**src/rtl/task_unit_pkg.sv**
```systemverilog
/*
 * shared sizes, task records and enums of the timestamp-ordered task unit
 * register opcodes, dispatcher states, status word bit positions
 */
`default_nettype none

package task_unit_pkg;

   // task unit sizes
   localparam int N_TASK_TYPES = 4;
   localparam int TQ_STAGES    = 4;
   localparam int TQ_DEPTH     = 1 << TQ_STAGES;
   localparam int TS_W         = 8;
   localparam int OBJ_W        = 16;
   localparam int TTYPE_W      = 2;
   localparam int OCC_W        = TQ_STAGES + 1;

   // wishbone side
   localparam int WB_ADR_W     = 2;
   localparam int WB_DAT_W     = 32;
   localparam int ST_FULL_BIT  = 8;
   localparam int ST_EMPTY_BIT = 9;

   // one task as it travels to the outputs
   typedef struct packed {
      logic [TTYPE_W-1:0] ttype;
      logic [OBJ_W-1:0]   object;
      logic [TS_W-1:0]    ts;
   } task_t;

   // queue entry, task plus arrival tag
   typedef struct packed {
      task_t                tsk;
      logic [TQ_STAGES:0]   seq;
   } tq_elem_s;

   // register opcode, straight from wb_adr
   typedef enum logic [WB_ADR_W-1:0] {
      OP_TS     = 2'd0,
      OP_OBJECT = 2'd1,
      OP_PUSH   = 2'd2,
      OP_STATUS = 2'd3
   } ingress_op_e;

   typedef enum logic [1:0] {
      DS_IDLE,
      DS_LOAD,
      DS_PRESENT
   } disp_state_e;

endpackage

`default_nettype wire

```
**src/rtl/task_ingress.sv**
```systemverilog
/*
 * task_ingress: wishbone classic slave for task entry
 * stages timestamp and object id, pushes the task on OP_PUSH,
 * returns the queue status word on OP_STATUS
 */
`timescale 1ns/10ps
`default_nettype none

module task_ingress import task_unit_pkg::*; (
   input  logic                clk,
   input  logic                rst,
   // wishbone slave
   input  logic                wb_cyc,
   input  logic                wb_stb,
   input  logic                wb_we,
   input  logic [WB_ADR_W-1:0] wb_adr,
   input  logic [WB_DAT_W-1:0] wb_dat_w,
   output logic [WB_DAT_W-1:0] wb_dat_r,
   output logic                wb_ack,
   // push port into the queue
   output logic                push_valid,
   input  logic                push_ready,
   output task_t               push_task,
   // queue status
   input  logic [OCC_W-1:0]    occupancy,
   input  logic                full,
   input  logic                empty
);

   ingress_op_e         op;
   logic                active;
   logic                take;
   logic [TS_W-1:0]     stage_ts;
   logic [OBJ_W-1:0]    stage_obj;
   logic [WB_DAT_W-1:0] status_word;

   assign active = wb_cyc && wb_stb;
   assign op     = ingress_op_e'(wb_adr);
   // new request, not yet acked and no push in flight
   assign take   = active && !wb_ack && !push_valid;

   always_comb begin
      status_word = '0;
      status_word[OCC_W-1:0]    = occupancy;
      status_word[ST_FULL_BIT]  = full;
      status_word[ST_EMPTY_BIT] = empty;
   end

   // ack and push handshake
   always_ff @(posedge clk) begin
      if (rst) begin
         wb_ack     <= 1'b0;
         push_valid <= 1'b0;
      end else begin
         wb_ack <= 1'b0;
         if (push_valid) begin
            // bus cycle stays open until the queue takes the task
            if (push_ready) begin
               push_valid <= 1'b0;
               wb_ack     <= 1'b1;
            end
         end else if (take) begin
            if (wb_we && op == OP_PUSH)
               push_valid <= 1'b1;
            else
               wb_ack <= 1'b1;
         end
      end
   end

   // staged fields and read data
   always_ff @(posedge clk) begin
      if (take) begin
         if (wb_we) begin
            case (op)
               OP_TS:     stage_ts  <= wb_dat_w[TS_W-1:0];
               OP_OBJECT: stage_obj <= wb_dat_w[OBJ_W-1:0];
               OP_PUSH: begin
                  push_task.ttype  <= wb_dat_w[TTYPE_W-1:0];
                  push_task.object <= stage_obj;
                  push_task.ts     <= stage_ts;
               end
               default: ;
            endcase
         end else begin
            // only the status word reads back
            wb_dat_r <= (op == OP_STATUS) ? status_word : '0;
         end
      end
   end

endmodule

`default_nettype wire

```
**src/rtl/task_queue.sv**
```systemverilog
/*
 * task_queue: sorted-array priority queue, lowest timestamp at index 0
 * one push or one pop per cycle, pop wins, equal timestamps stay FIFO
 */
`timescale 1ns/10ps
`default_nettype none

module task_queue import task_unit_pkg::*; (
   input  logic             clk,
   input  logic             rst,
   // push side
   input  logic             push_valid,
   output logic             push_ready,
   input  task_t            push_task,
   // head side
   output logic             head_valid,
   output task_t            head_task,
   input  logic             pop,
   // status
   output logic [OCC_W-1:0] occupancy,
   output logic             full,
   output logic             empty
);

   tq_elem_s            q [TQ_DEPTH];
   tq_elem_s            new_elem;
   logic [OCC_W-1:0]    occ;
   logic [TQ_STAGES:0]  seq_cnt;
   // le[i]: entry i is live and not later than the new task
   logic [TQ_DEPTH-1:0] le;
   logic                do_push;
   logic                do_pop;

   assign full      = (occ == OCC_W'(TQ_DEPTH));
   assign empty     = (occ == '0);
   assign occupancy = occ;

   // a pop in the same cycle blocks the push
   assign push_ready = !full && !pop;
   assign do_push    = push_valid && push_ready;
   assign do_pop     = pop && !empty;

   assign head_valid = !empty;
   assign head_task  = q[0].tsk;

   assign new_elem.tsk = push_task;
   assign new_elem.seq = seq_cnt;

   // parallel compare against every slot
   // sorted array, so le is a run of ones from index 0
   always_comb begin
      for (int i = 0; i < TQ_DEPTH; i++) begin
         le[i] = (OCC_W'(i) < occ) && (q[i].tsk.ts <= push_task.ts);
      end
   end

   // entry array
   always_ff @(posedge clk) begin
      if (do_pop) begin
         // everything moves one place toward the head
         for (int i = 0; i < TQ_DEPTH - 1; i++) begin
            q[i] <= q[i+1];
         end
      end else if (do_push) begin
         // slot 0 has nothing in front of it
         if (!le[0])
            q[0] <= new_elem;
         for (int i = 1; i < TQ_DEPTH; i++) begin
            if (!le[i]) begin
               // first slot past the run takes the new task
               if (le[i-1])
                  q[i] <= new_elem;
               else
                  q[i] <= q[i-1];
            end
         end
      end
   end

   // occupancy and arrival counter
   always_ff @(posedge clk) begin
      if (rst) begin
         occ     <= '0;
         seq_cnt <= '0;
      end else if (do_pop) begin
         occ <= occ - 1'b1;
      end else if (do_push) begin
         occ     <= occ + 1'b1;
         // wraps, tags each arrival
         seq_cnt <= seq_cnt + 1'b1;
      end
   end

endmodule

`default_nettype wire

```
**src/rtl/task_dispatch.sv**
```systemverilog
/*
 * task_dispatch: pops the queue head into a staging register
 * and offers it on the valid/ready port of its task type
 */
`timescale 1ns/10ps
`default_nettype none

module task_dispatch import task_unit_pkg::*; (
   input  logic                         clk,
   input  logic                         rst,
   // queue head
   input  logic                         head_valid,
   input  task_t                        head_task,
   output logic                         pop,
   // per-type output streams
   output logic  [0:N_TASK_TYPES-1]     m_rvalid,
   input  logic  [0:N_TASK_TYPES-1]     m_rready,
   output task_t [0:N_TASK_TYPES-1]     m_rdata
);

   disp_state_e               state;
   task_t                     stage;
   logic [0:N_TASK_TYPES-1]   sel;
   logic                      xfer;

   // port select from the staged type
   always_comb begin
      sel = '0;
      sel[stage.ttype] = 1'b1;
   end

   // staged task is offered in LOAD and PRESENT
   assign m_rvalid = (state != DS_IDLE) ? sel : '0;
   assign xfer     = |(m_rvalid & m_rready);

   // pop and load in the same cycle
   assign pop = (state == DS_IDLE) && head_valid;

   always_comb begin
      for (int i = 0; i < N_TASK_TYPES; i++) begin
         m_rdata[i] = sel[i] ? stage : '0;
      end
   end

   always_ff @(posedge clk) begin
      if (rst) begin
         state <= DS_IDLE;
      end else begin
         case (state)
            DS_IDLE: begin
               if (head_valid)
                  state <= DS_LOAD;
            end
            DS_LOAD: begin
               // first cycle on the port
               if (xfer)
                  state <= DS_IDLE;
               else
                  state <= DS_PRESENT;
            end
            DS_PRESENT: begin
               // held by back-pressure, everything behind waits
               if (xfer)
                  state <= DS_IDLE;
            end
            default: state <= DS_IDLE;
         endcase
      end
   end

   // staging register
   always_ff @(posedge clk) begin
      if (pop)
         stage <= head_task;
   end

endmodule

`default_nettype wire

```
**src/rtl/task_unit.sv**
```systemverilog
/*
 * task_unit: top level of the timestamp-ordered task unit
 * wishbone ingress -> sorted queue -> per-type dispatcher
 */
`timescale 1ns/10ps
`default_nettype none

module task_unit import task_unit_pkg::*; (
   input  logic                      clk,
   input  logic                      rst,
   // wishbone slave
   input  logic                      wb_cyc,
   input  logic                      wb_stb,
   input  logic                      wb_we,
   input  logic  [WB_ADR_W-1:0]      wb_adr,
   input  logic  [WB_DAT_W-1:0]      wb_dat_w,
   output logic  [WB_DAT_W-1:0]      wb_dat_r,
   output logic                      wb_ack,
   // per-type outputs
   output logic  [0:N_TASK_TYPES-1]  m_rvalid,
   input  logic  [0:N_TASK_TYPES-1]  m_rready,
   output task_t [0:N_TASK_TYPES-1]  m_rdata
);

   // ingress to queue
   logic             push_valid;
   logic             push_ready;
   task_t            push_task;
   // queue to dispatcher
   logic             head_valid;
   task_t            head_task;
   logic             pop;
   // queue status back to ingress
   logic [OCC_W-1:0] occupancy;
   logic             full;
   logic             empty;

   task_ingress i_task_ingress (
      .clk        (clk),
      .rst        (rst),
      .wb_cyc     (wb_cyc),
      .wb_stb     (wb_stb),
      .wb_we      (wb_we),
      .wb_adr     (wb_adr),
      .wb_dat_w   (wb_dat_w),
      .wb_dat_r   (wb_dat_r),
      .wb_ack     (wb_ack),
      .push_valid (push_valid),
      .push_ready (push_ready),
      .push_task  (push_task),
      .occupancy  (occupancy),
      .full       (full),
      .empty      (empty)
   );

   task_queue i_task_queue (
      .clk        (clk),
      .rst        (rst),
      .push_valid (push_valid),
      .push_ready (push_ready),
      .push_task  (push_task),
      .head_valid (head_valid),
      .head_task  (head_task),
      .pop        (pop),
      .occupancy  (occupancy),
      .full       (full),
      .empty      (empty)
   );

   task_dispatch i_task_dispatch (
      .clk        (clk),
      .rst        (rst),
      .head_valid (head_valid),
      .head_task  (head_task),
      .pop        (pop),
      .m_rvalid   (m_rvalid),
      .m_rready   (m_rready),
      .m_rdata    (m_rdata)
   );

endmodule

`default_nettype wire

```
**config.mk**
```make
export PLATFORM = sky130hd
export DESIGN_NAME = task_unit
export DESIGN_NICKNAME = d
export VERILOG_FILES = /design/src/rtl/task_unit_pkg.sv /design/src/rtl/task_ingress.sv /design/src/rtl/task_queue.sv /design/src/rtl/task_dispatch.sv /design/src/rtl/task_unit.sv
export SDC_FILE = /design/constraint.sdc
export NUM_CORES = 1
export LEC_CHECK = 0
export ABC_AREA = 1
export BUFFER_PORTS_ARGS = -buffer_cell sky130_fd_sc_hd__clkbuf_2
export CORE_ASPECT_RATIO = 1.1
export CORE_MARGIN = 10
export CORE_UTILIZATION = 40
export DETAILED_ROUTE_END_ITERATION = 16
export GPL_TIMING_DRIVEN = 1
export SLEW_MARGIN = 20
export SYNTH_ARGS = -nofsm -noshare
export SYNTH_HDL_FRONTEND = slang
export SYNTH_SLANG_ARGS = --single-unit
```
**constraint.sdc**
```tcl
create_clock -name clk -period 5.09 [get_ports clk]
set_clock_uncertainty 0.15 [all_clocks]
set_input_delay 1.018 -clock clk [delete_from_list [all_inputs] [get_ports clk]]
set_output_delay 1.018 -clock clk [all_outputs]
set_load 0.005 [all_outputs]
```
# After elaboration in Yosys (flattened, before gate mapping)
# Memories as Yosys holds them, arrays and structs flattened.
# Index checks and enable logic that the tools add are counted.
word_totals:
  ramBits: 496
  memories: 1
  reg_bits: 122
  output_inout_bits: 141
  inputBits: 43
mem_list:
  columns: ["memory", "depth", "word_bits", "rd", "rd_clocked_by_memory_dff", "wr", "line_no", "text"]
  rows:
  - ["i_task_queue.q", 16, 31, 16, 0, 16, "task_queue.sv:25", "tq_elem_s q [TQ_DEPTH];"]
op_classes:
  n_reduce_logical: 42
  eq_ne: 8
  add_sub_neg: 3
  n_mux: 206
  bitwise: 34
  n_lt_le_gt_ge: 34
op_table:
  columns: ["operator", "count"]
  rows:
  - ["two-way mux 31 bit", 30]
  - ["two-way mux 1 bit", 164]
  - ["less-or-equal comparator 8 bit", 16]
  - ["two-way mux 26 bit", 4]
  - ["less-than comparator 4 x 5 -> 1 bit (first input constant)", 8]
  - ["OR 1 bit", 30]
  - ["logical AND 1 bit", 25]
  - ["less-than comparator 3 x 5 -> 1 bit (first input constant)", 4]
  - ["adder 5 x 1 -> 5 bit (second input constant)", 2]
  - ["less-than comparator 1 x 5 -> 1 bit (first input constant)", 2]
  - ["less-than comparator 2 x 5 -> 1 bit (first input constant)", 2]
  - ["two-way mux 5 bit", 2]
  - ["AND reduction 3 bit", 3]
  - ["equality test 2 bit (second input constant)", 3]
  - ["two-way mux 2 bit", 3]
  - ["one-hot mux 2 bit (3 select lines)", 1]
  - ["AND reduction 2 bit", 3]
  - ["equality test 5 bit (second input constant)", 1]
  - ["logical NOT 1 bit", 5]
  - ["logical NOT 5 bit", 1]
  - ["subtractor 5 x 1 -> 5 bit (second input constant)", 1]
  - ["AND 4 bit", 1]
  - ["equality test 2 x 1 -> 1 bit (second input constant)", 2]
  - ["logical NOT 2 bit", 2]
  - ["10 further kinds", 12]

# Depth between registers and ports, before layout
logic_depth:
  word_depth: 11
  ltp_mapped: 17
  ltp_nobuf: 15

# Hierarchy
# From an unflattened synthesis, not the netlist that was laid out.
unflattened:
  hier_cells: 3773
  area_unflattened_um2: 30666.9
by_module_without_submodules:
  columns: ["module", "seq_area_each_um2", "cells_per_inst", "n_inst", "area_per_inst_um2"]
  rows:
  - ["task_queue", 12592.1, 3454, 1, 27043.4]
  - ["task_ingress", 1751.7, 124, 1, 2109.5]
  - ["task_dispatch", 820.8, 195, 1, 1514.0]

# Worst setup path after synthesis
# Ideal clock, no wire load.
synth_path:
  path_type: "reg2reg"
  startpoint: "reg, netlist name i_task_ingress.push_task[3]"
  endpoint: "mem i_task_queue.q[0][36] (netlist name) (enable)"
  path_stages_with_launch: 14
  t_arrival_ns: 3.126
  slack_ns: 1.375
  required_ns: 4.502
  synth_period_minus_slack_ns: 3.715
  path_buffers: 3
  cell_sequence: "edfxtp_1 inv_1 clkbuf_1 ha_1 a21oi_1 o21ai_0 nand2_1 nand2_1 nand2_1 nand2_1 nand2_1 buf_2 buf_1 nand2_1"
synth_lines:
  columns: ["item", "line_no"]
  rows:
  - ["end, declared", "task_queue.sv:25"]

==> metrics.md <==
| Metric | Value |
|---|---|
| Status | `finished, final reports clean` |
| Critical path arrival | `4370 ps` |
| Setup crit end kind | `register` |
| Synth Warn # | `0` |
| Setup tns final | `0 ps` |
| CTS Buffer Depth | `3` |
| Pin count of the biggest net entering global routing | `152` |
| I/O Pins | `184` |
| Share of cells above drive strength 1 | `8.47%` |
| Mapped Area | `0.0302 mm²` |
| Post-Layout Cell Count | `4798` |
| Critical setup path kind | `register to register` |
| Remaining Overflow, GRT | `0` |
| Sw power | `10.4 mW` |
| Slew @ Worst Pin | `1010 ps` |
| Die area | `0.0868 mm²` |
| Most frequent cells in the layout | `nand2_1 (1268), edfxtp_1 (499), nor2_1 (450)` |
| P_int | `13.3 mW` |
| RePlAce Congestion | `0.860` |
| Clock network fraction of total power | `15.8%` |
| Remaining DRCs | `0` |
| Global-route usage over all layers | `19.1%` |
| Min-Delay Startpoint | `i_task_ingress.stage_ts[5]` |
| Ant. Diodes | `0` |
| Main flop type after synthesis | `edfxtp_1` |
| Total of max-cap violations | `0` |
| Synth area leader | `edfxtp_1` |
| Number of synthesized flops with an enable pin | `499` |
| Fin. max-slew vios | `0` |
| WL final | `84900 µm` |
| Combinational power share | `44.8%` |
| Initial drt markers | `2553` |
| Max Clk Rate | `241 MHz` |
| Commonest non-fill, non-tap cell in the layout | `nand2_1` |
| First-pass GRT wire length | `133000 µm` |
| Crit path max fanout | `26` |
| Horiz. Die Dim | `282 µm` |
| Clk slew on worst S/H paths | `60 ps` |
| Vias in the first global route | `23200` |
| Core area | `0.0746 mm²` |
| Sequential group share of total power | `39.3%` |
| Synth Area per Inst | `8.05 µm²` |
| Post-synth cell types | `40` |
| Share of the synthesized area in the top cell type | `49.7%` |
| Util after Layout | `44.6%` |
| Nets@finish | `3973` |
| Synth Instances | `3746` |
| H-tree depth | `2` |
| CTS Buf Count | `56` |
| DR vias | `24800` |
| RSZ-0062 raised after global routing | `no` |
| Storage element area | `0.0152 mm²` |
| Leading post-synthesis cells by cell area | `edfxtp_1 (50%), nand2_1 (16%), nor2_1 (5.6%), nand3_1 (5.6%), ha_1 (5.5%)` |
| Post-cts sizing count | `0` |
| Synthesized flop and latch total | `508` |
| Wirelength per Cell | `17.7 µm` |
| CTS sink cnt | `508` |
| Filler Cell Count | `7382` |
| Async S/R FF share, synth | `0%` |
| Post-CTS Setup Inserts | `0` |
| R2R Path Start | `i_task_ingress.push_task[3]` |
| Post-DRT Antenna Nets | `0` |
| Vias per std cell | `5.17` |
| Seq/Total Area, Yosys | `50.3%` |
| Hold Crit Class | `register to register` |
| CP startpoint | `i_task_ingress.push_task[3]` |
| Pre-Repair DR Iteration Count | `5` |
| P_leak | `15.1 nW` |
| Tcrit/Tclk final | `81.5%` |
| Worst Path Required | `5310 ps` |
| Fin area | `0.0333 mm²` |
| Initial cell density of the core | `40.4%` |
| PD cells | `712 mW/mm²` |
| Post-CTS Hold Buffers | `0` |
| VDD IR max | `623 µV` |
| Worst skew pair latency | `620 ps` |
| CTS tree | `done` |
| Critical Path Start Type | `register` |
| Dpl hpwl | `60900 µm` |
| Placed instance count | `4703` |
| Final hold violations | `0` |
| Die height | `308 µm` |
| Initial antenna violation count | `0` |
| Switch share | `43.9%` |
| CTS root buf | `clkbuf_16` |
| Layout area overhead | `10.4%` |
| Multi-input gate area | `0.0127 mm²` |
| Final min period | `4150 ps` |
| Dpl cell area | `0.0317 mm²` |
| Relative slew slack | `32.6%` |
| Buffers added on ports | `138` |
| Site Rows | `105` |
| Final setup violation count | `0` |
routing by layer:
metal | up-vias | track usage [%] | wire length, µm
met2 | 804 | 31.4 | 39000
met1 | 11400 | 26.1 | 37900
met3 | 99 | 2.43 | 5800
li1 | 12500 | - | -
met4 | 0 | 5.40 | 2200
met5 | - | 0 | 0
cells by family after synthesis:
kind of cell / Yosys count / share of synthesized area (%)
other: 1 / 0.0124
adder cells (fa/ha/maj): 132 / 5.48
buffers and inverters: 581 / 8.10
AO/OA/AOI/OAI: 244 / 4.22
AND/OR/NAND/NOR: 2280 / 31.9
flip-flops: 508 / 50.3
layout make-up:
class                      instances  share of cell area [%]
timing repair buffer             220                    4.11
clock inverter                    14                   0.214
inverter                         327                    3.71
multi-input combinational       2685                    38.1
sequential                       508                    45.5
clock buffer                      81                    4.68
tap                              963                    3.62
state kept, by name (all words and copies together) (netlist names):
register	flops
i_task_ingress.stage_ts	8
i_task_dispatch.stage	26
i_task_queue.occupancy	5
i_task_ingress.wb_ack	1
i_task_ingress.wb_dat_r	7
i_task_ingress.push_task	26
i_task_queue.q	416
i_task_dispatch.state	2
i_task_ingress.stage_obj	16
i_task_ingress.push_valid	1
final timing paths:
path | depth (start not counted) | slack, ps | end
worst max-delay path | 13 | 940 | i_task_queue.q[0][119]
worst min-delay path | 0 | 260 | i_task_ingress.push_task[5]
worst max register to register | 13 | 940 | i_task_queue.q[0][119]
worst min register to register | 0 | 260 | i_task_ingress.push_task[5]
worst max-delay path, cell delays in order (launching register included):
cell and delay (ps):
edfxtp_1 610, inv_1 800, buf_4 280, ha_1 250
a21oi_1 120, o21ai_0 90, nand2_1 60, nand3_1 60
nand2_1 90, nand2_1 80, nand2_2 240, clkinv_1 690
nand3_1 290, nand2_1 70
power by group through the flow:
| stage | Sequential, mW | Clock, mW | Combinational, mW |
|---|---|---|---|
| 2_1_floorplan | 8.91 | 0 | 7.54 |
| 3_3_place_gp | 9.33 | 0 | 10.5 |
| 3_5_place_dp | 9.38 | 0 | 10.6 |
| 4_1_cts | 9.31 | 3.82 | 10.7 |
| 5_1_grt | 9.56 | 3.97 | 12.1 |
| 6_report | 9.33 | 3.76 | 10.6 |
synth_stat cells, types with 23 or more instances:
library cell	count
clkinv_1	23
nand3_1	336
clkbuf_1	144
a21oi_1	112
nand4_1	194
inv_1	296
ha_1	132
buf_2	47
nor2_1	451
edfxtp_1	499
nand2_1	1273
buf_4	42
o21ai_0	106
stage by stage:
| step | total power [mW] | hold slack [ps] | setup WS (ps) |
|---|---|---|---|
| after floorplan | 16.5 | 250 | 1380 |
| after global placement | 19.8 | 251 | 950 |
| after detailed placement | 20.0 | 255 | 906 |
| after CTS | 23.8 | 256 | 899 |
| after global routing | 25.6 | 269 | 576 |
| final | 23.7 | 259 | 941 |
Power figures use the tool's default switching activity.
